### src/source/img_geom_pkg.sv
package img_geom_pkg;

	// ==================================================
	// Image geometry
	// ==================================================
	localparam int IMG_DIM      = 64;
	localparam int PIX_PER_WORD = 4;
	localparam int IMG_WORDS    = IMG_DIM * IMG_DIM / PIX_PER_WORD;

	// ==================================================
	// Bank mapping
	// ==================================================
	// Pixel (r, c) sits in bank c mod 8 at address r*8 + c/8
	localparam int NUM_BANKS  = 8;
	localparam int BANK_DEPTH = IMG_DIM * IMG_DIM / NUM_BANKS;
	localparam int BANK_BITS  = $clog2(NUM_BANKS);

	// ==================================================
	// Types
	// ==================================================
	typedef logic [7:0]  pixel_t;
	typedef logic [5:0]  coord_t;
	typedef logic [8:0]  bank_addr_t;
	typedef logic [31:0] word_t;

	// Row in the upper six bits, column in the lower six
	typedef logic [11:0] out_addr_t;

endpackage

### src/source/pixel_loader.sv
module pixel_loader (
	input  logic                                i_clk,
	input  logic                                i_rst_n,
	input  logic                                i_load_en,
	input  img_geom_pkg::word_t                 i_word,
	output logic [img_geom_pkg::NUM_BANKS-1:0]  o_wr_en,
	output img_geom_pkg::bank_addr_t            o_wr_addr,
	output img_geom_pkg::pixel_t [3:0]          o_wr_pixels,
	output logic                                o_image_done
);

	import img_geom_pkg::*;

	logic [$clog2(IMG_WORDS)-1:0] word_cnt_r;
	logic [NUM_BANKS-1:0]         lane_mask;

	// Even words feed banks 0-3, odd words banks 4-7
	always_comb begin
		lane_mask = '0;
		for (int i = 0; i < PIX_PER_WORD; i++) begin
			lane_mask[word_cnt_r[0] * PIX_PER_WORD + i] = 1'b1;
		end
	end

	// ==================================================
	// Word counter and write strobes
	// ==================================================
	always_ff @(posedge i_clk or negedge i_rst_n) begin
		if (!i_rst_n) begin
			word_cnt_r   <= '0;
			o_wr_en      <= '0;
			o_image_done <= 1'b0;
		end else begin
			o_wr_en      <= i_load_en ? lane_mask : '0;
			o_image_done <= i_load_en && (word_cnt_r == IMG_WORDS - 1);
			if (i_load_en) begin
				word_cnt_r <= word_cnt_r + 1'b1;
			end
		end
	end

	// Address advances once per pair of words
	always_ff @(posedge i_clk) begin
		if (i_load_en) begin
			o_wr_addr <= bank_addr_t'(word_cnt_r >> 1);
			for (int i = 0; i < PIX_PER_WORD; i++) begin
				// Leftmost pixel in the top byte
				o_wr_pixels[i] <= i_word[31 - 8 * i -: 8];
			end
		end
	end

endmodule

### config.mk
export PLATFORM = sky130hd
export DESIGN_NAME = pixel_loader
export DESIGN_NICKNAME = d
export VERILOG_FILES = /design/src/source/img_geom_pkg.sv /design/src/source/pixel_loader.sv
export SDC_FILE = /design/constraint.sdc
export NUM_CORES = 1
export LEC_CHECK = 0
export BUFFER_PORTS_ARGS = -buffer_cell sky130_fd_sc_hd__buf_4
export CAP_MARGIN = 20
export CORE_MARGIN = 2
export CORE_UTILIZATION = 49
export DETAILED_ROUTE_END_ITERATION = 10
export HOLD_SLACK_MARGIN = 0.1
export PLACE_DENSITY_LB_ADDON = 0.12
export SLEW_MARGIN = 20
export SYNTH_ARGS = -nofsm -noshare
export SYNTH_HDL_FRONTEND = slang
export SYNTH_SLANG_ARGS = --single-unit
### constraint.sdc
create_clock -name i_clk -period 3.2 [get_ports i_clk]
set_input_delay 0.8 -clock i_clk [delete_from_list [all_inputs] [get_ports i_clk]]
set_output_delay 0.8 -clock i_clk [all_outputs]
set_load 0.05 [all_outputs]
# Word level (Yosys, flattened, before mapping)
# Cells that the tools add are included.
# Widths: inputs -> output; s select.
[op_classes] n_addsub=4 n_eq_ne=1 muxes=9 magnitude_cmp=8 bitwise_logic=3 n_reduce_logical=5
[ops] operator="$or 8x8->8" n=2
[ops] operator="$ge 4x1->1 const B" n=3
[ops] operator="$lt 4x4->1 const B" n=3
[ops] operator="$add 10x1->10 const B" n=1
[ops] operator="$eq 10x10->1 const B" n=1
[ops] operator="$demux 1 s3" n=3
[ops] operator="$add 3x2->4 const B" n=2
[ops] operator="$mux 8" n=1
[ops] operator="$or 5x8->8" n=1
[ops] operator="$logic_and 1x1->1" n=5
[ops] operator="$add 3x1->4 const B" n=1
[ops] operator="$lt 3x4->1 const B" n=1
[ops] operator="$mux 1" n=4
[ops] operator="$ge 3x1->1 const B" n=1
[ops] operator="$demux 1 s1" n=1
[word_totals] in_bits=35 elab_cells=38 register_bits=60

# Longest topological paths before layout
[logic_depth] depth_word=9 ltp_mapped=4 mapped_depth_nobuf=4

# Least setup slack after synthesis
# No wires, ideal clock.
[synth_timing] path_kind="reg-to-output" from="reg o_wr_en[0] (netlist name)" to="out o_wr_en[1] in the netlist's numbering" stages_incl_launch_ff=2 arrival_ps=923 t_required_ps=2400 slack_ps=1477 n_path_buf=1 path_cell_list="dfrtp_1 buf_4"
[synth_lines] item="end: declaration" line_no="pixel_loader.sv:6" rtl="output logic [img_geom_pkg::NUM_BANKS-1:0] o_wr_en,"

# Worst setup path in the final report
[layout_timing] from="reg o_wr_en[4] in the netlist's numbering" to="out o_wr_en[4] in the netlist's numbering"
[layout_lines] item="start signal: assignment" line_no="pixel_loader.sv:34" rtl="o_wr_en <= i_load_en ? lane_mask : '0;"
# No word-level cell between the ends.

==> results.yml <==
run_status:
  status: "complete, no violations"
setup_path:
  slowest_stage: "dfrtp_1"
  cp-end-kind: "output pin"
  worst-path-buf-inv: 1
  reg2regPathDepth: 4
  cpPeakStageDelay_ps: 400
  r2r_slack_ps: 1950
  worstSetupStartpointType: "flop"
  cp_top_family: "flip-flops"
  critical_path.max_fanout: 4
  critical_path_class: "flop to output pin"
  arrival_ps: 920
  timing.rr.start: "word_cnt_r[0]"
  cp_data_required_time_ps: 2400
  r2r_end: "word_cnt_r[8]"
  path_depth: 1
  crit_chain: "buf_4"
floorplanning:
  fp.coreArea_sq_um: 3610
  die_h_um: 64.9
  rows: 22
  die_w_um: 64.9
  start_util: 0.504
  die-area_sq_um: 4210
  ios: 85
power_and_ir_drop:
  max-vdd-ir-drop_mv: 0.513
  power_density_nw_per_um2: 752
  power.static_leakage_nw: 1.12
global_route:
  first_global_vias: 935
  met3_usage: 0.0625
  grt_overflow: 0
  top_usage_layer: "met2"
  grt_pass1_wl_mm: 4.57
  grt_antenna_before_repair: 0
  use_met1: 0.185
  grt.total_usage: 0.150
  grt_max_degree: 49
  use_met2: 0.242
final_layout:
  final_common_cell: "buf_4"
  finish.net_count: 211
  final_cell_mix: "buf_4, edfxtp_1, dfrtp_1"
  synthToLayoutAreaGrowth_pct: 41.6
  drive_gt1_frac: 0.545
  antenna_cells: 0
timing:
  max_slew_margin: 0.626
  rsz0062_at_grt: "no"
  final_hold_viol_count: 0
  setup_tns_ps: 0
  whs_ps: 331
  worst_pin_slew_ps: 561
  report.final.slew_viol_count: 0
  finClkSkew_ps: 5.66
  setup_violations: 0
  fmax_mhz: 583
  period_share: 0.536
  period_minus_slack_ps: 1720
yosys:
  yosys_warnings: 0
  netlist_area_sq_um: 1820
  synthTopCellsByArea: "edfxtp_1, dfrtp_1, buf_4"
  ys_seq_area_frac: 0.856
  synth_cell_types: 19
  synth-seq-cells: 54
  yosys.area.top_type: "edfxtp_1"
  synth_top_cell_area_share: 0.677
  syn_avg_cell_area_sq_um: 20.2
  syn_nets: 126
  syn_inst: 90
routing:
  wl_per_cell_um: 13.4
  drcViolationCount: 0
  drt-total-wl_mm: 3.01
  route.antenna.remaining_nets: 0
  first_iter_violations: 32
  vias: 1018
  drtPass1Iterations: 2
  viasPerCell: 4.54
clocking:
  numCtsBuffers: 5
  clk-insertion-delay-late_ps: 300
  path_clk_slew_ps: 80
  post_cts_resized: 0
  cts.sinks: 54
  post-cts-setup-buffer-count: 0
  clock_path_buffers: 2
  cts_hold_buf: 0
  root_buffer: "clkbuf_8"
  cts_tree: "yes"
  htree_levels: 2
job:
  max_cap_violations: 0
worst_hold_path:
  hold_path.class: "input pin to async pin"
placed_design:
  numPortBuffers: 84
  place.gp.congestion: 0.837
[area by class of cell]
class / count / area (sq um)
inverter: 2 / 7.51
sequential: 54 / 1560
multi-input combinational: 28 / 209
fill: 250 / 1030
timing repair buffer: 84 / 631
clock inverter: 2 / 37.5
tap: 48 / 60.1
clock buffer: 6 / 72.6
[cells by family (layout without fill, tap and decap cells)]
| kind of cell | count (synthesis) | count (layout) | synth area share |
|---|---|---|---|
| xor gates and xnor gates | 9 | 9 | 0.0434 |
| buffers and inverters | 8 | 94 | 0.0289 |
| muxes | 1 | 1 | 0.00619 |
| adders and majority gates | 1 | 1 | 0.00688 |
| and+or+nand+nor | 17 | 17 | 0.0585 |
| DFF | 54 | 54 | 0.856 |
[metrics by stage]
stage | area [sq um] | power [W] | cells | setup WS, ps | utilization
3_3_place_gp | 2460 | 0.00152 | 216 | 1280 | 0.683
4_1_cts | 2570 | 0.00196 | 224 | 1460 | 0.714
5_1_grt | 2570 | 0.00202 | 224 | 1420 | 0.714
2_1_floorplan | 1820 | 0.00136 | 90 | 1480 | -
6_report | 2570 | 0.00194 | 224 | 1480 | 0.714
3_5_place_dp | 2460 | 0.00153 | 216 | 1170 | 0.683
[Yosys cell counts (all sizes together)]
| library cell | instances |
|---|---|
| nand3 | 3 |
| dfrtp | 13 |
| edfxtp | 41 |
| nor3 | 3 |
| ha | 1 |
| nor2b | 1 |
| xnor2 | 4 |
| xor2 | 5 |
| inv | 2 |
| and2 | 1 |
| mux2 | 1 |
| buf | 6 |
| nand2 | 5 |
| nor4 | 2 |
| nand4 | 1 |
| nor2 | 1 |
[report_power, final]
part	switching [W]	total, W	internal [W]
Combinational	0.000377	0.000550	0.000172
Clock	0.000196	0.000429	0.000233
Sequential	0.0000842	0.000957	0.000872
Total	0.000657	0.00194	0.00128
[worst max-delay path by stage]
stage | from | to | slack [ps]
6_report | o_wr_en[4] | o_wr_en[4] | 1480
5_1_grt | i_load_en | word_cnt_r[5] | 1420
4_1_cts | o_wr_en[4] | o_wr_en[4] | 1460
3_5_place_dp | i_load_en | word_cnt_r[5] | 1170
3_3_place_gp | i_load_en | word_cnt_r[8] | 1280
2_1_floorplan | o_wr_en[0] | o_wr_en[1] | 1480
[sequential cells by signal (all words and copies together), names as in the netlist]
| name | cells |
|---|---|
| o_image_done | 1 |
| o_wr_addr | 9 |
| word_cnt_r | 10 |
| o_wr_en | 2 |
| o_wr_pixels | 32 |
[metal layers]
metal  vias to the layer above  part of all wire
met4                         0            0.0076
met5                         -                 0
met3                         2             0.086
met1                       483              0.40
li1                        492                 -
met2                        41              0.51
Note: power is estimated with default switching activity, not from simulation.
