==> src/source/conv_ctrl_pkg.sv <==
package conv_ctrl_pkg;

	// ==================================================
	// Phases of one run
	// ==================================================
	typedef enum logic [2:0] {
		PH_IDLE,
		PH_IMAGE,
		PH_WEIGHT,
		PH_CONV,
		PH_DONE
	} phase_t;

	// Words after the image, taps per window
	localparam int WEIGHT_WORDS = 3;
	localparam int NUM_TAPS     = 9;

	// ==================================================
	// Fixed-point result conversion
	// ==================================================
	localparam int ROUND_BIAS = 64;
	localparam int FRAC_SHIFT = 7;
	localparam int PIX_MAX    = 255;

	typedef logic signed [7:0]  weight_t;
	typedef logic signed [19:0] acc_t;

	// Window row 0..2
	typedef logic [1:0] tap_row_t;

endpackage

==> src/source/img_geom_pkg.sv <==
package img_geom_pkg;

	// ==================================================
	// Image geometry
	// ==================================================
	localparam int IMG_DIM      = 64;
	localparam int PIX_PER_WORD = 4;
	localparam int IMG_WORDS    = IMG_DIM * IMG_DIM / PIX_PER_WORD;

	// ==================================================
	// Bank mapping
	// ==================================================
	// Pixel (r, c) sits in bank c mod 8 at address r*8 + c/8
	localparam int NUM_BANKS  = 8;
	localparam int BANK_DEPTH = IMG_DIM * IMG_DIM / NUM_BANKS;
	localparam int BANK_BITS  = $clog2(NUM_BANKS);

	// ==================================================
	// Types
	// ==================================================
	typedef logic [7:0]  pixel_t;
	typedef logic [5:0]  coord_t;
	typedef logic [8:0]  bank_addr_t;
	typedef logic [31:0] word_t;

	// Row in the upper six bits, column in the lower six
	typedef logic [11:0] out_addr_t;

endpackage

==> src/source/window_scanner.sv <==
module window_scanner #(
	parameter int STRIDE   = 1,
	parameter int DILATION = 2
) (
	input  logic                         i_clk,
	input  logic                         i_rst_n,
	input  logic                         i_start,
	output logic                         o_rd_en,
	output img_geom_pkg::coord_t         o_rd_row,
	output img_geom_pkg::coord_t [2:0]   o_rd_cols,
	output logic                         o_tap_valid,
	output conv_ctrl_pkg::tap_row_t      o_tap_row,
	output logic [2:0]                   o_pad,
	output img_geom_pkg::out_addr_t      o_res_addr,
	output logic                         o_scan_done
);

	import img_geom_pkg::*;
	import conv_ctrl_pkg::*;

	localparam logic signed [7:0] DIL_S = 8'(DILATION);

	logic                    active_r;
	tap_row_t                tap_r;
	coord_t                  row_r;
	coord_t                  col_r;
	logic                    last_rd_r;
	logic [6:0]              row_step;
	logic [6:0]              col_step;
	logic                    last_row;
	logic                    last_col;
	logic                    last_read;
	logic signed [7:0]       row_pos;
	logic signed [7:0]       col_pos [3];
	logic [2:0]              pad;

	function automatic logic out_of_image(input logic signed [7:0] pos);
		return (pos < 0) || (pos > IMG_DIM - 1);
	endfunction

	function automatic coord_t clamp_idx(input logic signed [7:0] pos);
		if (pos < 0) begin
			return '0;
		end
		if (pos > IMG_DIM - 1) begin
			return coord_t'(IMG_DIM - 1);
		end
		return pos[5:0];
	endfunction

	// ==================================================
	// Position stepping
	// ==================================================
	assign row_step  = {1'b0, row_r} + 7'(STRIDE);
	assign col_step  = {1'b0, col_r} + 7'(STRIDE);
	assign last_row  = (row_step >= 7'(IMG_DIM));
	assign last_col  = (col_step >= 7'(IMG_DIM));
	assign last_read = (tap_r == 2'd2) && last_row && last_col;

	// Rows are the inner loop
	always_ff @(posedge i_clk or negedge i_rst_n) begin
		if (!i_rst_n) begin
			active_r  <= 1'b0;
			tap_r     <= '0;
			row_r     <= '0;
			col_r     <= '0;
			last_rd_r <= 1'b0;
		end else begin
			last_rd_r <= active_r && last_read;
			if (i_start && !active_r) begin
				active_r <= 1'b1;
				tap_r    <= '0;
				row_r    <= '0;
				col_r    <= '0;
			end else if (active_r) begin
				if (tap_r == 2'd2) begin
					tap_r <= '0;
					if (last_row) begin
						row_r <= '0;
						if (last_col) begin
							active_r <= 1'b0;
						end else begin
							col_r <= col_step[5:0];
						end
					end else begin
						row_r <= row_step[5:0];
					end
				end else begin
					tap_r <= tap_r + 2'd1;
				end
			end
		end
	end

	// ==================================================
	// Window coordinates and zero padding
	// ==================================================
	always_comb begin
		case (tap_r)
			2'd0:    row_pos = $signed({2'b0, row_r}) - DIL_S;
			2'd1:    row_pos = $signed({2'b0, row_r});
			default: row_pos = $signed({2'b0, row_r}) + DIL_S;
		endcase
		col_pos[0] = $signed({2'b0, col_r}) - DIL_S;
		col_pos[1] = $signed({2'b0, col_r});
		col_pos[2] = $signed({2'b0, col_r}) + DIL_S;
		for (int j = 0; j < 3; j++) begin
			pad[j]       = out_of_image(row_pos) || out_of_image(col_pos[j]);
			o_rd_cols[j] = clamp_idx(col_pos[j]);
		end
	end

	assign o_rd_en  = active_r;
	assign o_rd_row = clamp_idx(row_pos);

	// Tags line up with the buffer's read latency
	always_ff @(posedge i_clk or negedge i_rst_n) begin
		if (!i_rst_n) begin
			o_tap_valid <= 1'b0;
			o_scan_done <= 1'b0;
		end else begin
			o_tap_valid <= active_r;
			o_scan_done <= last_rd_r;
		end
	end

	always_ff @(posedge i_clk) begin
		o_tap_row  <= tap_r;
		o_pad      <= pad;
		o_res_addr <= {row_r, col_r};
	end

	a_tap_in_range: assert property (@(posedge i_clk) disable iff (!i_rst_n) tap_r <= 2'd2);

endmodule

==> config.mk <==
export PLATFORM = sky130hd
export DESIGN_NAME = window_scanner
export DESIGN_NICKNAME = d
export VERILOG_FILES = /design/src/source/conv_ctrl_pkg.sv /design/src/source/img_geom_pkg.sv /design/src/source/window_scanner.sv
export SDC_FILE = /design/constraint.sdc
export NUM_CORES = 1
export LEC_CHECK = 0
export ABC_AREA = 1
export BUFFER_PORTS_ARGS = -buffer_cell sky130_fd_sc_hd__buf_2
export CAP_MARGIN = 20
export CELL_PAD_IN_SITES_DETAIL_PLACEMENT = 1
export CELL_PAD_IN_SITES_GLOBAL_PLACEMENT = 1
export CORE_MARGIN = 1
export CORE_UTILIZATION = 37
export DETAILED_ROUTE_END_ITERATION = 10
export PLACE_DENSITY = 0.82
export SKIP_CTS_REPAIR_TIMING = 1
export SLEW_MARGIN = 40
export SYNTH_ARGS = -nofsm -noshare
export SYNTH_HDL_FRONTEND = slang
export SYNTH_SLANG_ARGS = --single-unit
==> constraint.sdc <==
create_clock -name i_clk -period 2.1 [get_ports i_clk]
set_input_delay 0.525 -clock i_clk [delete_from_list [all_inputs] [get_ports i_clk]]
set_output_delay 0.525 -clock i_clk [all_outputs]
set_load 0.01 [all_outputs]
* Word level (Yosys, flattened, before mapping)
Cells that the tools add are included.
** Cells by class
- Mux-type cells :: 39
- Magnitude comparators :: 8
- Reductions and logical operators :: 16
- $add $sub $neg :: 7
- Eq/ne operators :: 3
** Operator list (count)
- $mux 6 :: 21
- $pmux 8 s2 :: 1
- $add 6x1->7 const B :: 2
- $add 6x2->7 const B :: 2
- $ge 7x7->1 const B :: 2
- $lt 7x1->1 const B :: 2
- $mux 1 :: 14
- $sub 6x2->7 const B :: 2
- $gt 8x7->1 const B :: 1
- $lt 8x1->1 const B :: 1
- $gt 7x6->1 const B :: 1
- $gt 7x7->1 const B :: 1
- $mux 2 :: 3
- $reduce_bool 2->1 :: 3
- $logic_or 1x1->1 :: 5
- $logic_and 1x1->1 :: 4
- $reduce_and 4->1 :: 1
- $add 2x1->2 const B :: 1
- $eq 2x1->1 const B :: 1
- $eq 2x2->1 const B :: 1
- $logic_not 2->1 :: 1
- $ne 2x1->1 const B :: 1
- $reduce_and 2->1 :: 1
- $logic_not 1->1 :: 1
** Storage, ports and cells
- Bits of input ports :: 3
- Register bits :: 35

* Logic depth before layout (Yosys ltp)
Gate-level depths: netlist (run 1).
- Depth in word-level cells :: 7
- Gate-level depth with buffers :: 8

* Worst setup path after synthesis (run 1)
No wires, ideal clock.
- Path kind :: reg2out
- Start point :: register col_r[1]
- End point :: output port o_rd_cols[1] (netlist bit)
- Slack :: 0.117 ns
- Required time :: 1.575 ns
- Cell stages (with the launch flop) :: 9
- Data arrival time :: 1.458 ns
- Cell sequence :: dfrtp_1 > inv_2 > ha_1 > inv_1 > a21oi_1 > nand2_1 > nor2_1 > nand2_1 > o21ai_1
** RTL lines
- from (decl) :: line window_scanner.sv:26 : coord_t col_r;
- from (signal assigned) :: line window_scanner.sv:83 : col_r <= col_step[5:0];
- to (decl) :: line window_scanner.sv:10 : output img_geom_pkg::coord_t [2:0] o_rd_cols,

==> metrics.txt, run 1 <==
Sink Count 35; Synth Net Count 251; Antenna diodes 0; most frequent cell after synthesis nand2_1; Clock Latency Late Sink 0.30 ns; Routed WL per cell 18.7 um; final antenna-violating net count 0; post-route cell area 2670 um2; Starting Density 38.7%; Fin Hold WS 0.157 ns; maximum fanout along the worst path 7; CORE AREA 4790 um2; Final Util 55.8%; largest net degree at the start of global routing 19; crit path capture o_rd_cols[1]; status complete, but fails checks; H-tree levels 2; die area 5300 um2; first-pass GRT wire length 8730 um; Die Span Y 72.8 um; total CTS buffers 5; Pre-antenna DRT Iters 6; violated checks setup timing; sequential fraction of the synthesis area 42.7%; DR vias 2031; Hold WC Path Type in -> async; global route overflow 0; Crit path required time 1.57 ns; final worst path period share 112%; final-layout fill cell count 577; synthesized flop and latch total 35; worst relative slew slack 70.9%; top post-synthesis cells by area dfrtp_1 (24%), dfxtp_1 (18%), nand2_1 (12%), nand3_1 (8.4%), ha_1 (6.1%); Slew Viols, Final 0; Arr. time, crit path 1.83 ns; routed vias/inst 5.28; placed insts 358; share of cells above drive strength 1 44.7%; syn_area_per_cell 7.75 um2; total power draw 3.02 mW; Final nets 329; Port Buffer Count 46; synth unique cells 25; mapped cell area 1850 um2; Longest Clk Path Bufs 2; Root Buffer clkbuf_8; Placed Area 2220 um2; r2r worst-path depth 9; CP startpoint col_r[1]$_DFFE_PN0P_; Critical R2R Capture col_r[1]$_DFFE_PN0P_; Final setup violation count 15; asr flop ratio synth 51.4%; initial antenna violation count 0; Reg clk slew, reported paths 0.08 ns; post-synth top area share 24.3%; final worst-path setup slack -0.260 ns; gr usage total 21.9%; worst vdd ir 0.585 mV; PD cells 1130 nW/um2; Gate Count Post-Synth 239; Crit Path Category reg -> out; Starting DRT DRC Count 183; unrepaired setup endpoints after global routing true; worst slew pin tran 0.437 ns; crit path capture type output port; worst r2r src col_r[1]$_DFFE_PN0P_; vias in the first global route 1798; HPWL Detailed 3960 um; reg2reg setup slack 0.33 ns; Fmax 424 MHz; Commonest cells post-synth nand2_1 (59), nand3_1 (31), inv_1 (24), dfrtp_1 (18), dfxtp_1 (17); GP Congestion 0.889; clk_skew 0.00809 ns; Die W 72.8 um; largest area contributor in the netlist dfrtp_1; I/O pins 47; Tmin final 2.36 ns; Layout Cells excl Fill 385; final setup TNS -1.76 ns; Lkg Pwr 1.41 nW; drc violations 0; row count 25; pre-CTS setup slack -0.111 ns; Fin. Hold Viols 0; Max Cap Viol 0; Total Wirelength 7210 um; EDFF count, synth 0; area grow syn2layout 44.0%; Synth Flop Type dfrtp_1; CTS tree yes; synth warn 0; CP Launch Type flip-flop
-- logic make-up after synthesis --
family / after synthesis / synth area share, %
adders and majority gates: 9 / 6.08
AOI/OAI and AO/OA: 19 / 5.27
DFF: 35 / 42.7
and+or+nand+nor: 130 / 34.4
xor gates and xnor gates: 6 / 2.84
buffers and inverters: 40 / 8.78
-- layout make-up --
cell class              instances  area, um2  area share [%]
well taps                      67       83.8            3.14
repair buffers                 77        490            18.4
clock inverters                 2       35.0            1.31
inverters                      34        130            4.88
flip-flops and latches         35        797            29.9
multi-input cells             164       1050            39.3
clock buffers                   6       82.6            3.09
-- layer usage --
| layer | vias up | GRT usage [%] | routed length [um] |
|---|---|---|---|
| met5 | - | 0 | 0 |
| met4 | 0 | 8.50 | 290 |
| met3 | 26 | 4.56 | 350 |
| met2 | 85 | 34.2 | 3540 |
| met1 | 996 | 29.9 | 3030 |
| li1 | 924 | - | - |
-- sequential cells by signal, summed over array words and instances (netlist names) --
name         cells
o_tap_row        2
o_res_addr      12
col_r            6
o_scan_done      1
o_tap_valid      1
o_rd_en          1
o_pad            3
last_rd_r        1
row_r            6
tap_r            2
-- cell usage in the layout, fill, tap and decap left out, types with 2 or more instances in the layout --
cell type	Yosys	routed
nand3_4	1	2
ha_2	0	2
dfxtp_1	17	17
nand2_1	59	55
nor2_4	4	7
nand3_2	0	4
nand4_1	7	7
buf_6	0	6
buf_2	4	44
inv_1	24	20
ha_1	9	4
o21ai_2	0	2
dfrtp_1	18	13
ha_4	0	3
nor2_1	15	13
inv_2	10	13
xor2_1	5	3
o21ai_1	4	2
nand3_1	31	26
a21oi_1	12	8
o21ai_0	2	2
nand3b_1	3	3
a21oi_2	0	4
xor2_2	0	2
buf_4	2	27
nor3_1	2	2
nor2_2	3	2
nand2_2	3	7
clkbuf_8	0	6
dfrtp_2	0	5
-- worst min-delay path by stage --
stage,to,slack (ns),cells after the start
after CTS,row_r[5]$_DFFE_PN0P_,0.19,1
after detailed placement,o_scan_done$_DFF_PN0_,0.34,0
after global placement,o_scan_done$_DFF_PN0_,0.35,0
final,row_r[2]$_DFFE_PN0P_,0.16,1
after global routing,row_r[2]$_DFFE_PN0P_,0.19,1
after floorplan,col_r[0]$_DFFE_PN0P_,0.23,0
-- power by group --
part	total, mW	internal [mW]	switching (mW)
registers	0.958	0.829	0.129
logic	1.39	0.575	0.820
clock network	0.665	0.385	0.280
total	3.02	1.79	1.23
-- worst max-delay path: stages (launching register included) --
cell	delay, ns
dfrtp_1	0.40
inv_4	0.09
ha_4	0.29
inv_1	0.06
a21oi_2	0.11
nand2_1	0.08
nor2_2	0.14
nand2_2	0.11
o21ai_2	0.09
buf_2	0.16
Power figures use the tool's default switching activity.
==> run 2, diff against run 1 <==
--- a/config.mk
+++ b/config.mk
@@ -7,14 +7,14 @@
 export LEC_CHECK = 0
 export ABC_AREA = 1
 export BUFFER_PORTS_ARGS = -buffer_cell sky130_fd_sc_hd__buf_2
-export CAP_MARGIN = 20
 export CELL_PAD_IN_SITES_DETAIL_PLACEMENT = 1
 export CELL_PAD_IN_SITES_GLOBAL_PLACEMENT = 1
 export CORE_MARGIN = 1
-export CORE_UTILIZATION = 37
+export CORE_UTILIZATION = 34
 export DETAILED_ROUTE_END_ITERATION = 10
-export PLACE_DENSITY = 0.82
+export PLACE_DENSITY = 0.8
 export SKIP_CTS_REPAIR_TIMING = 1
+export SKIP_LAST_GASP = 1
 export SLEW_MARGIN = 40
 export SYNTH_ARGS = -nofsm -noshare
 export SYNTH_HDL_FRONTEND = slang
==> constraint.sdc (replaced) <==
create_clock -name i_clk -period 2.17 [get_ports i_clk]
set_input_delay 0.5425 -clock i_clk [delete_from_list [all_inputs] [get_ports i_clk]]
set_output_delay 0.5425 -clock i_clk [all_outputs]
set_load 0.01 [all_outputs]
==> metrics.txt, run 2 (synthesis results as in run 1) <==
Total Wirelength 6060 um; Starting DRT DRC Count 132; I/O pins 47; initial antenna violation count 0; met3 WL 280 um; Arr. time, crit path 1.81 ns; met1 WL 2720 um; Reg clk slew, reported paths 0.08 ns; row count 26; crit path capture type output port; Routed WL per cell 15.9 um; die area 5750 um2; PD cells 1040 nW/um2; Crit path required time 1.63 ns; Pre-antenna DRT Iters 4; r2r worst-path depth 8; Critical R2R Capture col_r[1]$_DFFE_PN0P_; Crit path depth 9; worst r2r src col_r[1]$_DFFE_PN0P_; drc violations 0; CORE AREA 5170 um2; reg2reg setup slack 0.47 ns; global route overflow 0; Crit Path Category reg -> out; Clock Latency Late Sink 0.30 ns; cells along the critical path inv_4 -> ha_4 -> inv_4 -> a21oi_2 -> nand2_1 -> nor2_1 -> nand2_1 -> o21ai_1 -> buf_2; leading cell type in the layout, fill and taps excluded nand2_1; violated checks setup timing; routed vias/inst 4.92; max reg flops 12; worst vdd ir 0.550 mV; Fin Hold WS 0.175 ns; area grow syn2layout 36.7%; Die W 75.8 um; H-tree levels 2; final worst path period share 109%; sequential share of power 36.4%; combinational share of power 45.7%; Antenna diodes 0; Sink Count 35; most frequent cells in the layout nand2_1 (58), buf_2 (46), nand3_1 (25); worst relative slew slack 68.9%; Final Util 49.0%; HPWL Detailed 3800 um; gr usage total 19.2%; total power draw 2.64 mW; first-pass GRT wire length 8140 um; Fin. Hold Viols 0; CP max stage cell dfrtp_1; biggest regs o_res_addr x12, col_r x6, row_r x6; Fmax 425 MHz; Most flops, register o_res_addr; CP max stage delay 0.45 ns; status complete, but fails checks; worst slew pin tran 0.466 ns; clk_skew 0.0117 ns; Starting Density 35.8%; unrepaired setup endpoints after global routing true; Die Span Y 75.8 um; vias in the first global route 1644; Lkg Pwr 1.35 nW; CP Launch Type flip-flop; final worst-path setup slack -0.185 ns; DR vias 1876; Int Power 1.53 mW; share of cells above drive strength 1 40.2%; critical path's top delay family flip-flops; total CTS buffers 5; Final setup violation count 9; Slew Viols, Final 0; Final nets 322; Max Cap Viol 0; power share of the clock group 17.9%; switching part of the total power 42.0%; final antenna-violating net count 0; maximum fanout along the worst path 5; GP Congestion 0.796; Root Buffer clkbuf_8; largest net degree at the start of global routing 19; DR WL met2 2920 um; Longest Clk Path Bufs 2; highest metal used met4; Port Buffer Count 46; CTS tree yes; Worst Path Buf+Inv 3; NetSw 1.11 mW; Tmin final 2.36 ns; Hold WC Path Type in -> async
## run 2: how the worst max path moves through the flow
stage                                    start       endpoint
after detailed placement  col_r[1]$_DFFE_PN0P_   o_rd_cols[2]
after global placement    col_r[2]$_DFFE_PN0P_  o_rd_cols[14]
after floorplan           col_r[1]$_DFFE_PN0P_   o_rd_cols[1]
after global routing      col_r[1]$_DFFE_PN0P_   o_rd_cols[2]
after CTS                 col_r[1]$_DFFE_PN0P_   o_rd_cols[2]
final                     col_r[1]$_DFFE_PN0P_   o_rd_cols[2]
## run 2: power groups by stage
stage | clock network [mW] | registers [mW] | logic [mW]
after floorplan | 0 | 0.950 | 0.569
after global placement | 0 | 0.945 | 0.889
after detailed placement | 0 | 0.950 | 0.915
after CTS | 0.477 | 0.936 | 0.925
after global routing | 0.515 | 0.977 | 1.33
final | 0.473 | 0.960 | 1.21
## run 2: layer usage
metal,track usage (%),vias to the layer above
li1,-,900
met1,26.3,907
met2,29.7,56
met3,3.31,13
met4,8.23,0
met5,0,-
## run 2: final cells by class
type / instances / area, um2
multi-input combinational: 164 / 1020
sequential: 35 / 797
inverter: 34 / 135
fill: 659 / 2640
timing repair buffer: 70 / 414
clock inverter: 1 / 5.00
clock buffer: 7 / 76.3
tap: 70 / 87.6
## run 2: metrics by stage
step                cells  cell area, um2  TNS, ns  setup slack [ns]
floorplan             239            1850        0             0.169
global placement      357            2200        0             0.207
detailed placement    357            2200        0            0.0942
CTS                   365            2280    -1.34            -0.229
global route          381            2530    -2.16            -0.339
finish                381            2530   -0.605            -0.185
