$ cat src/source/conv_ctrl_pkg.sv
package conv_ctrl_pkg;

	// ==================================================
	// Phases of one run
	// ==================================================
	typedef enum logic [2:0] {
		PH_IDLE,
		PH_IMAGE,
		PH_WEIGHT,
		PH_CONV,
		PH_DONE
	} phase_t;

	// Words after the image, taps per window
	localparam int WEIGHT_WORDS = 3;
	localparam int NUM_TAPS     = 9;

	// ==================================================
	// Fixed-point result conversion
	// ==================================================
	localparam int ROUND_BIAS = 64;
	localparam int FRAC_SHIFT = 7;
	localparam int PIX_MAX    = 255;

	typedef logic signed [7:0]  weight_t;
	typedef logic signed [19:0] acc_t;

	// Window row 0..2
	typedef logic [1:0] tap_row_t;

endpackage

$ cat src/source/img_geom_pkg.sv
package img_geom_pkg;

	// ==================================================
	// Image geometry
	// ==================================================
	localparam int IMG_DIM      = 64;
	localparam int PIX_PER_WORD = 4;
	localparam int IMG_WORDS    = IMG_DIM * IMG_DIM / PIX_PER_WORD;

	// ==================================================
	// Bank mapping
	// ==================================================
	// Pixel (r, c) sits in bank c mod 8 at address r*8 + c/8
	localparam int NUM_BANKS  = 8;
	localparam int BANK_DEPTH = IMG_DIM * IMG_DIM / NUM_BANKS;
	localparam int BANK_BITS  = $clog2(NUM_BANKS);

	// ==================================================
	// Types
	// ==================================================
	typedef logic [7:0]  pixel_t;
	typedef logic [5:0]  coord_t;
	typedef logic [8:0]  bank_addr_t;
	typedef logic [31:0] word_t;

	// Row in the upper six bits, column in the lower six
	typedef logic [11:0] out_addr_t;

endpackage

$ cat src/source/conv_mac.sv
module conv_mac (
	input  logic                        i_clk,
	input  logic                        i_rst_n,
	input  logic                        i_wei_en,
	input  img_geom_pkg::word_t         i_word,
	input  logic                        i_tap_valid,
	input  conv_ctrl_pkg::tap_row_t     i_tap_row,
	input  logic [2:0]                  i_pad,
	input  img_geom_pkg::out_addr_t     i_res_addr,
	input  img_geom_pkg::pixel_t [2:0]  i_pixels,
	output logic                        o_out_valid,
	output img_geom_pkg::pixel_t        o_out_data,
	output img_geom_pkg::out_addr_t     o_out_addr
);

	import img_geom_pkg::*;
	import conv_ctrl_pkg::*;

	word_t   wei_word [WEIGHT_WORDS];
	weight_t taps [NUM_TAPS];
	pixel_t  pix;
	acc_t    acc_r;
	acc_t    row_sum;
	acc_t    total;
	acc_t    rounded;
	acc_t    shifted;
	pixel_t  clamped;

	// ==================================================
	// Weight store
	// ==================================================
	// Shift in three words, the first ends up in slot 0
	always_ff @(posedge i_clk) begin
		if (i_wei_en) begin
			wei_word[WEIGHT_WORDS-1] <= i_word;
			for (int w = 0; w < WEIGHT_WORDS - 1; w++) begin
				wei_word[w] <= wei_word[w + 1];
			end
		end
	end

	// Row-major taps, top byte first within a word
	always_comb begin
		for (int n = 0; n < NUM_TAPS; n++) begin
			taps[n] = weight_t'(wei_word[n / PIX_PER_WORD][31 - 8 * (n % PIX_PER_WORD) -: 8]);
		end
	end

	// ==================================================
	// One window row per cycle
	// ==================================================
	always_comb begin
		row_sum = '0;
		pix     = '0;
		for (int j = 0; j < 3; j++) begin
			pix     = i_pad[j] ? '0 : i_pixels[j];
			row_sum = row_sum + $signed({1'b0, pix}) * taps[3 * i_tap_row + j];
		end
	end

	assign total   = ((i_tap_row == 2'd0) ? acc_t'(0) : acc_r) + row_sum;
	assign rounded = total + acc_t'(ROUND_BIAS);
	assign shifted = rounded >>> FRAC_SHIFT;

	// Saturate to the pixel range
	always_comb begin
		if (shifted < 0) begin
			clamped = '0;
		end else if (shifted > PIX_MAX) begin
			clamped = pixel_t'(PIX_MAX);
		end else begin
			clamped = shifted[7:0];
		end
	end

	always_ff @(posedge i_clk or negedge i_rst_n) begin
		if (!i_rst_n) begin
			o_out_valid <= 1'b0;
		end else begin
			o_out_valid <= i_tap_valid && (i_tap_row == 2'd2);
		end
	end

	always_ff @(posedge i_clk) begin
		if (i_tap_valid) begin
			acc_r <= total;
			if (i_tap_row == 2'd2) begin
				o_out_data <= clamped;
				o_out_addr <= i_res_addr;
			end
		end
	end

	a_tap_order: assert property (@(posedge i_clk) disable iff (!i_rst_n)
		i_tap_valid && (i_tap_row != 2'd2) |=>
		i_tap_valid && (i_tap_row == $past(i_tap_row) + 2'd1));

endmodule

$ cat config.mk
export PLATFORM = sky130hd
export DESIGN_NAME = conv_mac
export DESIGN_NICKNAME = d
export VERILOG_FILES = /design/src/source/conv_ctrl_pkg.sv /design/src/source/img_geom_pkg.sv /design/src/source/conv_mac.sv
export SDC_FILE = /design/constraint.sdc
export NUM_CORES = 1
export LEC_CHECK = 0
export BUFFER_PORTS_ARGS = -buffer_cell sky130_fd_sc_hd__buf_2
export CAP_MARGIN = 10
export CORE_UTILIZATION = 40
export CTS_CLUSTER_SIZE = 8
export DETAILED_ROUTE_END_ITERATION = 16
export PLACE_DENSITY = 0.65
export SLEW_MARGIN = 0
export SYNTH_ARGS = -nofsm -noshare
export SYNTH_HDL_FRONTEND = slang
export SYNTH_SLANG_ARGS = --single-unit
$ cat constraint.sdc
create_clock -name i_clk -period 9.15 [get_ports i_clk]
set_input_delay 0.4575 -clock i_clk [delete_from_list [all_inputs] [get_ports i_clk]]
set_output_delay 0.4575 -clock i_clk [all_outputs]
set_load 0.1 [all_outputs]
Word-level counts from Yosys, hierarchy flattened
Memories as Yosys holds them, arrays and structs flattened.
Cells that the tools add are included.
- flip-flop bits (word level): 41
- bits in latches: 0
- RAM bits: 96
- ROM bits: 0
- input bits: 77
- output and inout bits: 21
- word-level logic and storage cells: 43
- memories kept: 1
- memory list (memory ; words ; width ; rd ports ; clocked after memory_dff ; wr ports ; line ; text):
    wei_word ; 3 ; 32 ; 3 ; 0 ; 3 ; conv_mac.sv:19 ; word_t wei_word [WEIGHT_WORDS];
- add/sub/neg operators: 6
- multipliers: 4
- div/mod/pow operators: 0
- $lt $le $gt $ge: 5
- eq/ne operators: 1
- shift-type cells: 0
- muxes and demuxes: 16
- bitwise logic cells: 3
- reductions and logical operators: 3
- operators by type and width (operator ; count):
    $ge 33x5->1 const B ; 3
    $bmux 8 s4 ; 3
    $mux 8 ; 10
    $not 5->33 ; 2
    $mul 9x8->17 ; 3
    $not 4->33 ; 1
    $add 20x19->20 ; 1
    $add 20x8->20 const B ; 1
    $mux 20 ; 1
    $add 18x17->19 ; 1
    $add 17x17->18 ; 1
    $gt 13x9->1 const B ; 1
    $lt 13x1->1 const B ; 1
    $add 4x1->5 const B ; 1
    $add 4x2->5 const B ; 1
    $mul 2x2->4 const A ; 1
    $eq 2x2->1 const B ; 1
    $logic_not 2->1 ; 1
    $mux 1 ; 2
    $reduce_and 2->1 ; 1
    $logic_and 1x1->1 ; 1

Logic depth before layout (Yosys ltp)
- depth in word-level cells: 13
- depth in mapped cells: 37
- gate-level depth less buffers: 33

Least setup slack after synthesis
OpenSTA, ideal clock, no wires.
- path kind: input-to-reg
- start: input port i_tap_row[0]
- end: register o_out_data[0] (data pin)
- setup time: 0.266 ns
- arrival: 9.479 ns
- data required time: 8.884 ns
- slack: -0.595 ns
- cell stages on the path: 31
- path buffers: 6
- cells stage by stage: buf_2 > buf_2 > inv_1 > clkbuf_1 > ha_1 > clkbuf_1 > buf_1 > buf_1 > a211oi_1 > a211oi_1 > inv_1 > nor2_1 > fa_1 > fa_1 > fa_1 > fa_1 > fa_1 > fa_1 > inv_1 > fa_1 > inv_1 > ha_1 > a21oi_1 > nand2_1 > a221oi_2 > xor2_1 > nor4_4 > nand4_2 > a2111oi_4 > a21o_4 > a21oi_2
- word-level cells in the longest chain between the ends: 13
- elaborated cells on any way between the ends: 27
- classes of those cells: add/sub (6); mul (4); order compare (2); mux (11); bitwise (3); reduce/logical (1)
- ends and longest elaborated chain (what ; line ; text):
    from (decl) ; conv_mac.sv:7 ; input conv_ctrl_pkg::tap_row_t i_tap_row,
    $mul 2x2->4 ; conv_mac.sv:57 ; row_sum = row_sum + $signed({1'b0, pix}) * taps[3 * i_tap_row + j];
    $add 4x1->5 ; conv_mac.sv:57 ;
    $not 5->33 (not written as such) ; conv_mac.sv:57 ;
    $bmux 8 s4 ; conv_mac.sv:57 ;
    $mux 8 (not written as such) (2 in a row) ; conv_mac.sv:57 ;
    $mul 9x8->17 ; conv_mac.sv:57 ;
    $add 17x17->18 ; conv_mac.sv:57 ;
    $add 18x17->19 ; conv_mac.sv:57 ;
    $add 20x19->20 (*) ; conv_mac.sv:61 ; assign total = ((i_tap_row == 2'd0) ? acc_t'(0) : acc_r) + row_sum;
    $add 20x8->20 (*) ; conv_mac.sv:62 ; assign rounded = total + acc_t'(ROUND_BIAS);
    $gt 13x9->1 ; conv_mac.sv:69 ; end else if (shifted > PIX_MAX) begin
    $mux 8 ; conv_mac.sv:69 ;
    to (signal assigned) ; conv_mac.sv:88 ; o_out_data <= clamped;
    to (decl) ; conv_mac.sv:12 ; output img_geom_pkg::pixel_t o_out_data,
Mark *: on every way between the ends. The rest lies on a longest branch, timed or not. The select of a mux whose other input is x is not followed.
A chain may end at the register's enable or synchronous reset.

Worst setup path after layout
- start: input port i_tap_row[0]
- end: register o_out_data[1] (data pin)
- word-level cells in the longest chain between the ends: 13
- elaborated cells on any way between the ends: 27
- classes of those cells: add/sub (6); mul (4); order compare (2); mux (11); bitwise (3); reduce/logical (1)
- ends and longest elaborated chain (what ; line ; text):
    $mul 2x2->4 ; conv_mac.sv:57 ;
    $add 4x1->5 ; conv_mac.sv:57 ;
    $not 5->33 (not written as such) ; conv_mac.sv:57 ;
    $bmux 8 s4 ; conv_mac.sv:57 ;
    $mux 8 (not written as such) (2 in a row) ; conv_mac.sv:57 ;
    $mul 9x8->17 ; conv_mac.sv:57 ;
    $add 17x17->18 ; conv_mac.sv:57 ;
    $add 18x17->19 ; conv_mac.sv:57 ;
    $add 20x19->20 (*) ; conv_mac.sv:61 ;
    named net total[15] ; conv_mac.sv:24 ; acc_t total;
    $add 20x8->20 (*) ; conv_mac.sv:62 ;
    $gt 13x9->1 ; conv_mac.sv:69 ;
    $mux 8 ; conv_mac.sv:69 ;
Mark *: on every way through the listed nets, which the timed path passes. The rest lies on a longest branch. The select of a mux whose other input is x is not followed.

==> metrics.txt <==
# TYPE chip_impl_metric gauge
chip_impl_metric{name="hpwl",unit="mm"} 27.9
chip_impl_metric{name="final.setup.worst_slack",unit="ps"} 485
chip_impl_metric{name="finalHoldViolations",unit=""} 0
chip_impl_info{name="dominantRegCellSynth",value="edfxtp_1"} 1
chip_impl_metric{name="route.detailed.wl_per_inst",unit="um"} 17.4
chip_impl_metric{name="ant_nets",unit=""} 0
chip_impl_metric{name="design.die.area",unit="um^2"} 35900
chip_impl_metric{name="synthesis.instances",unit=""} 1267
chip_impl_metric{name="dr.first_iter.drc_count",unit=""} 480
chip_impl_metric{name="largest_net_degree_at_the_start_of_global_routing",unit=""} 86
chip_impl_info{name="worstHoldPathType",value="primary input to flop"} 1
chip_impl_info{name="regToRegEndpoint",value="o_out_data[1]"} 1
chip_impl_metric{name="worst_pin_slew",unit="ps"} 1040
chip_impl_info{name="cpMostUsedCell",value="fa_1"} 1
chip_impl_info{name="family_with_the_most_delay_on_the_worst_path",value="adder cells"} 1
chip_impl_metric{name="syn_avg_cell_area",unit="um^2"} 11.1
chip_impl_metric{name="number_of_max_capacitance_violations_reported",unit=""} 0
chip_impl_metric{name="initial_standard_cell_utilization_of_the_core",unit="%"} 40.7
chip_impl_metric{name="critPathMaxFanout",unit=""} 16
chip_impl_metric{name="chipWidth",unit="um"} 189
chip_impl_info{name="root_buffer",value="clkbuf_16"} 1
chip_impl_metric{name="fin_worst_skew",unit="ps"} 11.1
chip_impl_metric{name="num_antenna_cells",unit=""} 0
chip_impl_metric{name="cts.sinks",unit=""} 137
chip_impl_metric{name="min_period_over_period",unit="%"} 94.7
chip_impl_metric{name="dpl_worst_slack",unit="ps"} -3.26
chip_impl_metric{name="pin_count",unit=""} 98
chip_impl_metric{name="worst_setup_hold_path_clk_slew",unit="ps"} 60
chip_impl_metric{name="timing.reg2reg.setup_slack",unit="ps"} 800
chip_impl_metric{name="final-max-slew-violation-count",unit=""} 0
chip_impl_metric{name="number_of_enable_flip_flop_cells_after_synthesis",unit=""} 136
chip_impl_metric{name="synth.ff_latch_count",unit=""} 137
chip_impl_info{name="rsz0062_at_grt",value="no"} 1
chip_impl_metric{name="num-fill-cells",unit=""} 3265
chip_impl_info{name="cpMaxStageDelayCell",value="fa_1"} 1
chip_impl_metric{name="worstSetupPathDepth",unit=""} 30
chip_impl_metric{name="max-clock-path-buffers",unit=""} 2
chip_impl_info{name="run_status",value="completed"} 1
chip_impl_metric{name="gp_congestion",unit=""} 0.952
chip_impl_metric{name="grt_first_pass_wirelength",unit="mm"} 53.4
chip_impl_info{name="worst_setup_path_startpoint",value="i_tap_row[0]"} 1
chip_impl_info{name="crit_type",value="primary input to flop"} 1
chip_impl_metric{name="cts_htree_levels",unit=""} 4
chip_impl_metric{name="post-cts-setup-buffers",unit=""} 0
chip_impl_info{name="capture_point_of_the_critical_path",value="o_out_data[1]"} 1
chip_impl_metric{name="grt_overflow_total",unit=""} 0
chip_impl_info{name="end_kind",value="flop"} 1
chip_impl_info{name="rr_startpoint",value="wei_word[0][58]"} 1
chip_impl_metric{name="layout-drive-gt1-share",unit="%"} 16.7
chip_impl_metric{name="nNetsFinal",unit=""} 1801
chip_impl_metric{name="fin_crit",unit="ps"} 8660
chip_impl_metric{name="detail_route.vias_per_cell",unit=""} 4.89
chip_impl_metric{name="timing.critical_path.arrival",unit="ps"} 8830
chip_impl_info{name="tritoncts",value="done"} 1
chip_impl_metric{name="core_region_area",unit="um^2"} 34500
chip_impl_metric{name="syn_to_final_growth",unit="%"} 13.9
chip_impl_metric{name="synth_sequential_area_ratio",unit="%"} 29.2
chip_impl_metric{name="report.final.setup_viol",unit=""} 0
chip_impl_metric{name="number_of_cell_rows",unit=""} 68
chip_impl_metric{name="detailed_router_iteration_count_before_antenna_repair",unit=""} 5
chip_impl_metric{name="crit_path_buffers_inverters",unit=""} 8
chip_impl_metric{name="antenna_found_initial",unit=""} 0
chip_impl_metric{name="netlist_area",unit="um^2"} 14100
chip_impl_metric{name="slew-limit-headroom",unit="%"} 30.9
chip_impl_metric{name="port_buffer_count",unit=""} 97
chip_impl_metric{name="worst_r2r_path_depth",unit=""} 27
chip_impl_info{name="cp-start-kind",value="primary input"} 1
chip_impl_metric{name="vias",unit=""} 9160
chip_impl_metric{name="ys_warn_count",unit=""} 0
chip_impl_metric{name="drt_wl_total",unit="mm"} 32.5
chip_impl_metric{name="postLayoutCellArea",unit="um^2"} 16000
chip_impl_metric{name="route.detailed.drc",unit=""} 0
chip_impl_metric{name="cts_inserted_buffers",unit=""} 17
chip_impl_metric{name="grt_use_total",unit="%"} 19.6
chip_impl_metric{name="number_of_global_route_vias_before_repair",unit=""} 10065
chip_impl_metric{name="ys_async_sr_fraction",unit="%"} 0.730
chip_impl_metric{name="placedInstanceArea",unit="um^2"} 15400
chip_impl_metric{name="min_path_cells",unit=""} 1
chip_impl_metric{name="post-route-util",unit="%"} 46.3
chip_impl_metric{name="cp_peak_stage_delay",unit="ps"} 560
chip_impl_metric{name="worst_skew_pair.late_latency",unit="ps"} 430
chip_impl_metric{name="syn_nets",unit=""} 1663
chip_impl_metric{name="critPathRequiredTime",unit="ps"} 9320
chip_impl_metric{name="fmaxAchievable",unit="GHz"} 0.115
chip_impl_metric{name="die_height",unit="um"} 189
chip_impl_metric{name="synth_cell_types",unit=""} 53
-- synth_stat cells (all sizes together) (4+ instances only) --
library cell,count,area share (%)
inv,275,7.3
fa,186,27
edfxtp,136,29
nor2,134,3.6
ha,133,12
nand2,61,1.6
nand2b,54,2.4
nor2b,49,2.2
mux2i,37,2.6
mux2,22,1.8
a21oi,19,0.84
xnor2,16,1.1
clkbuf,15,0.40
mux4,14,2.2
and2,13,0.58
a21o,12,0.70
buf,11,0.33
nand3,10,0.36
and3,7,0.31
xor2,7,0.57
a211oi,6,0.32
a31oi,6,0.27
o22a,5,0.31
a41oi,4,0.25
o21a,4,0.21
o21ai,4,0.14
-- worst register-to-register path, cell delays in order (launching register included) --
cell and delay [ps]:
edfxtp_1 410, mux2i_1 300, mux4_2 320, nor2_1 40
a41oi_1 520, nor2_1 120, fa_1 500, inv_1 50
fa_1 500, fa_1 460, fa_1 540, inv_1 50
fa_1 590, inv_1 70, fa_1 470, fa_1 500
inv_1 40, ha_1 320, a21o_1 220, buf_4 160
a21oi_1 220, o211ai_1 180, a2111oi_0 450, a311o_2 230
nand4_2 110, a2111oi_4 470, a21o_4 190, a21oi_2 60
-- sequential cells by signal, indices dropped and copies added (netlist names) --
signal / cells
o_out_addr: 12
wei_word: 96
acc_r: 20
o_out_data: 8
o_out_valid: 1
-- kinds of logic (layout without fill, tap and decap cells) --
| family | after synthesis | count (layout) | share of synthesized area (%) |
|---|---|---|---|
| buf+inv | 301 | 452 | 8.08 |
| flops | 137 | 137 | 29.2 |
| simple gates | 335 | 335 | 11.5 |
| compound gates | 79 | 79 | 4.52 |
| fa+ha+maj | 319 | 319 | 38.3 |
| mux | 73 | 73 | 6.64 |
| xor+xnor | 23 | 23 | 1.62 |
-- metrics by stage --
step	cells	hold slack (ps)	TNS, ps
final	1873	204	0
after global routing	1873	173	0
after CTS	1873	178	0
after detailed placement	1840	234	-3.26
after global placement	1840	233	0
after floorplan	1267	162	0
-- metal layers --
metal | GRT usage, % | wire length [um]
met1 | 26.7 | 15100
met2 | 31.4 | 15300
met3 | 3.26 | 1230
met4 | 7.10 | 939
met5 | 0 | 0
-- cell type report --
| class | instances | area, um^2 | area share (%) |
|---|---|---|---|
| clock inverter | 15 | 143 | 0.891 |
| timing repair buffer | 145 | 888 | 5.55 |
| multi-input combinational | 829 | 8840 | 55.2 |
| clock buffer | 17 | 425 | 2.66 |
| sequential | 137 | 4110 | 25.7 |
| inverter | 275 | 1030 | 6.45 |
| tap | 455 | 569 | 3.56 |
-- worst min path at each step --
stage / start / endpoint / slack, ps
final: i_word[0] / wei_word[0][64] / 200
after CTS: i_word[5] / wei_word[0][69] / 180
after global placement: i_rst_n / o_out_valid / 230
after floorplan: i_rst_n / o_out_valid / 160
after detailed placement: i_rst_n / o_out_valid / 230
after global routing: i_word[21] / wei_word[0][85] / 170
-- what timing repair did --
item,CTS,global route
setup endpoints to repair,0,8
gates resized for setup,0,1
endpoints found under the hold margin,1,0
hold buffers,1,0
-- cell usage in the layout, fill, tap and decap left out, types with 22 or more instances in the layout --
master | netlist | final
nor2_1 | 134 | 133
fa_1 | 186 | 186
nor2b_1 | 49 | 49
buf_4 | 0 | 45
ha_1 | 133 | 132
nand2b_1 | 54 | 54
nand2_1 | 61 | 61
edfxtp_1 | 136 | 136
mux2_2 | 22 | 22
mux2i_1 | 37 | 37
buf_2 | 4 | 96
inv_1 | 275 | 274
Power is not shown: default switching activity piles up to over one toggle a cycle in this logic, so the estimate is an artifact.
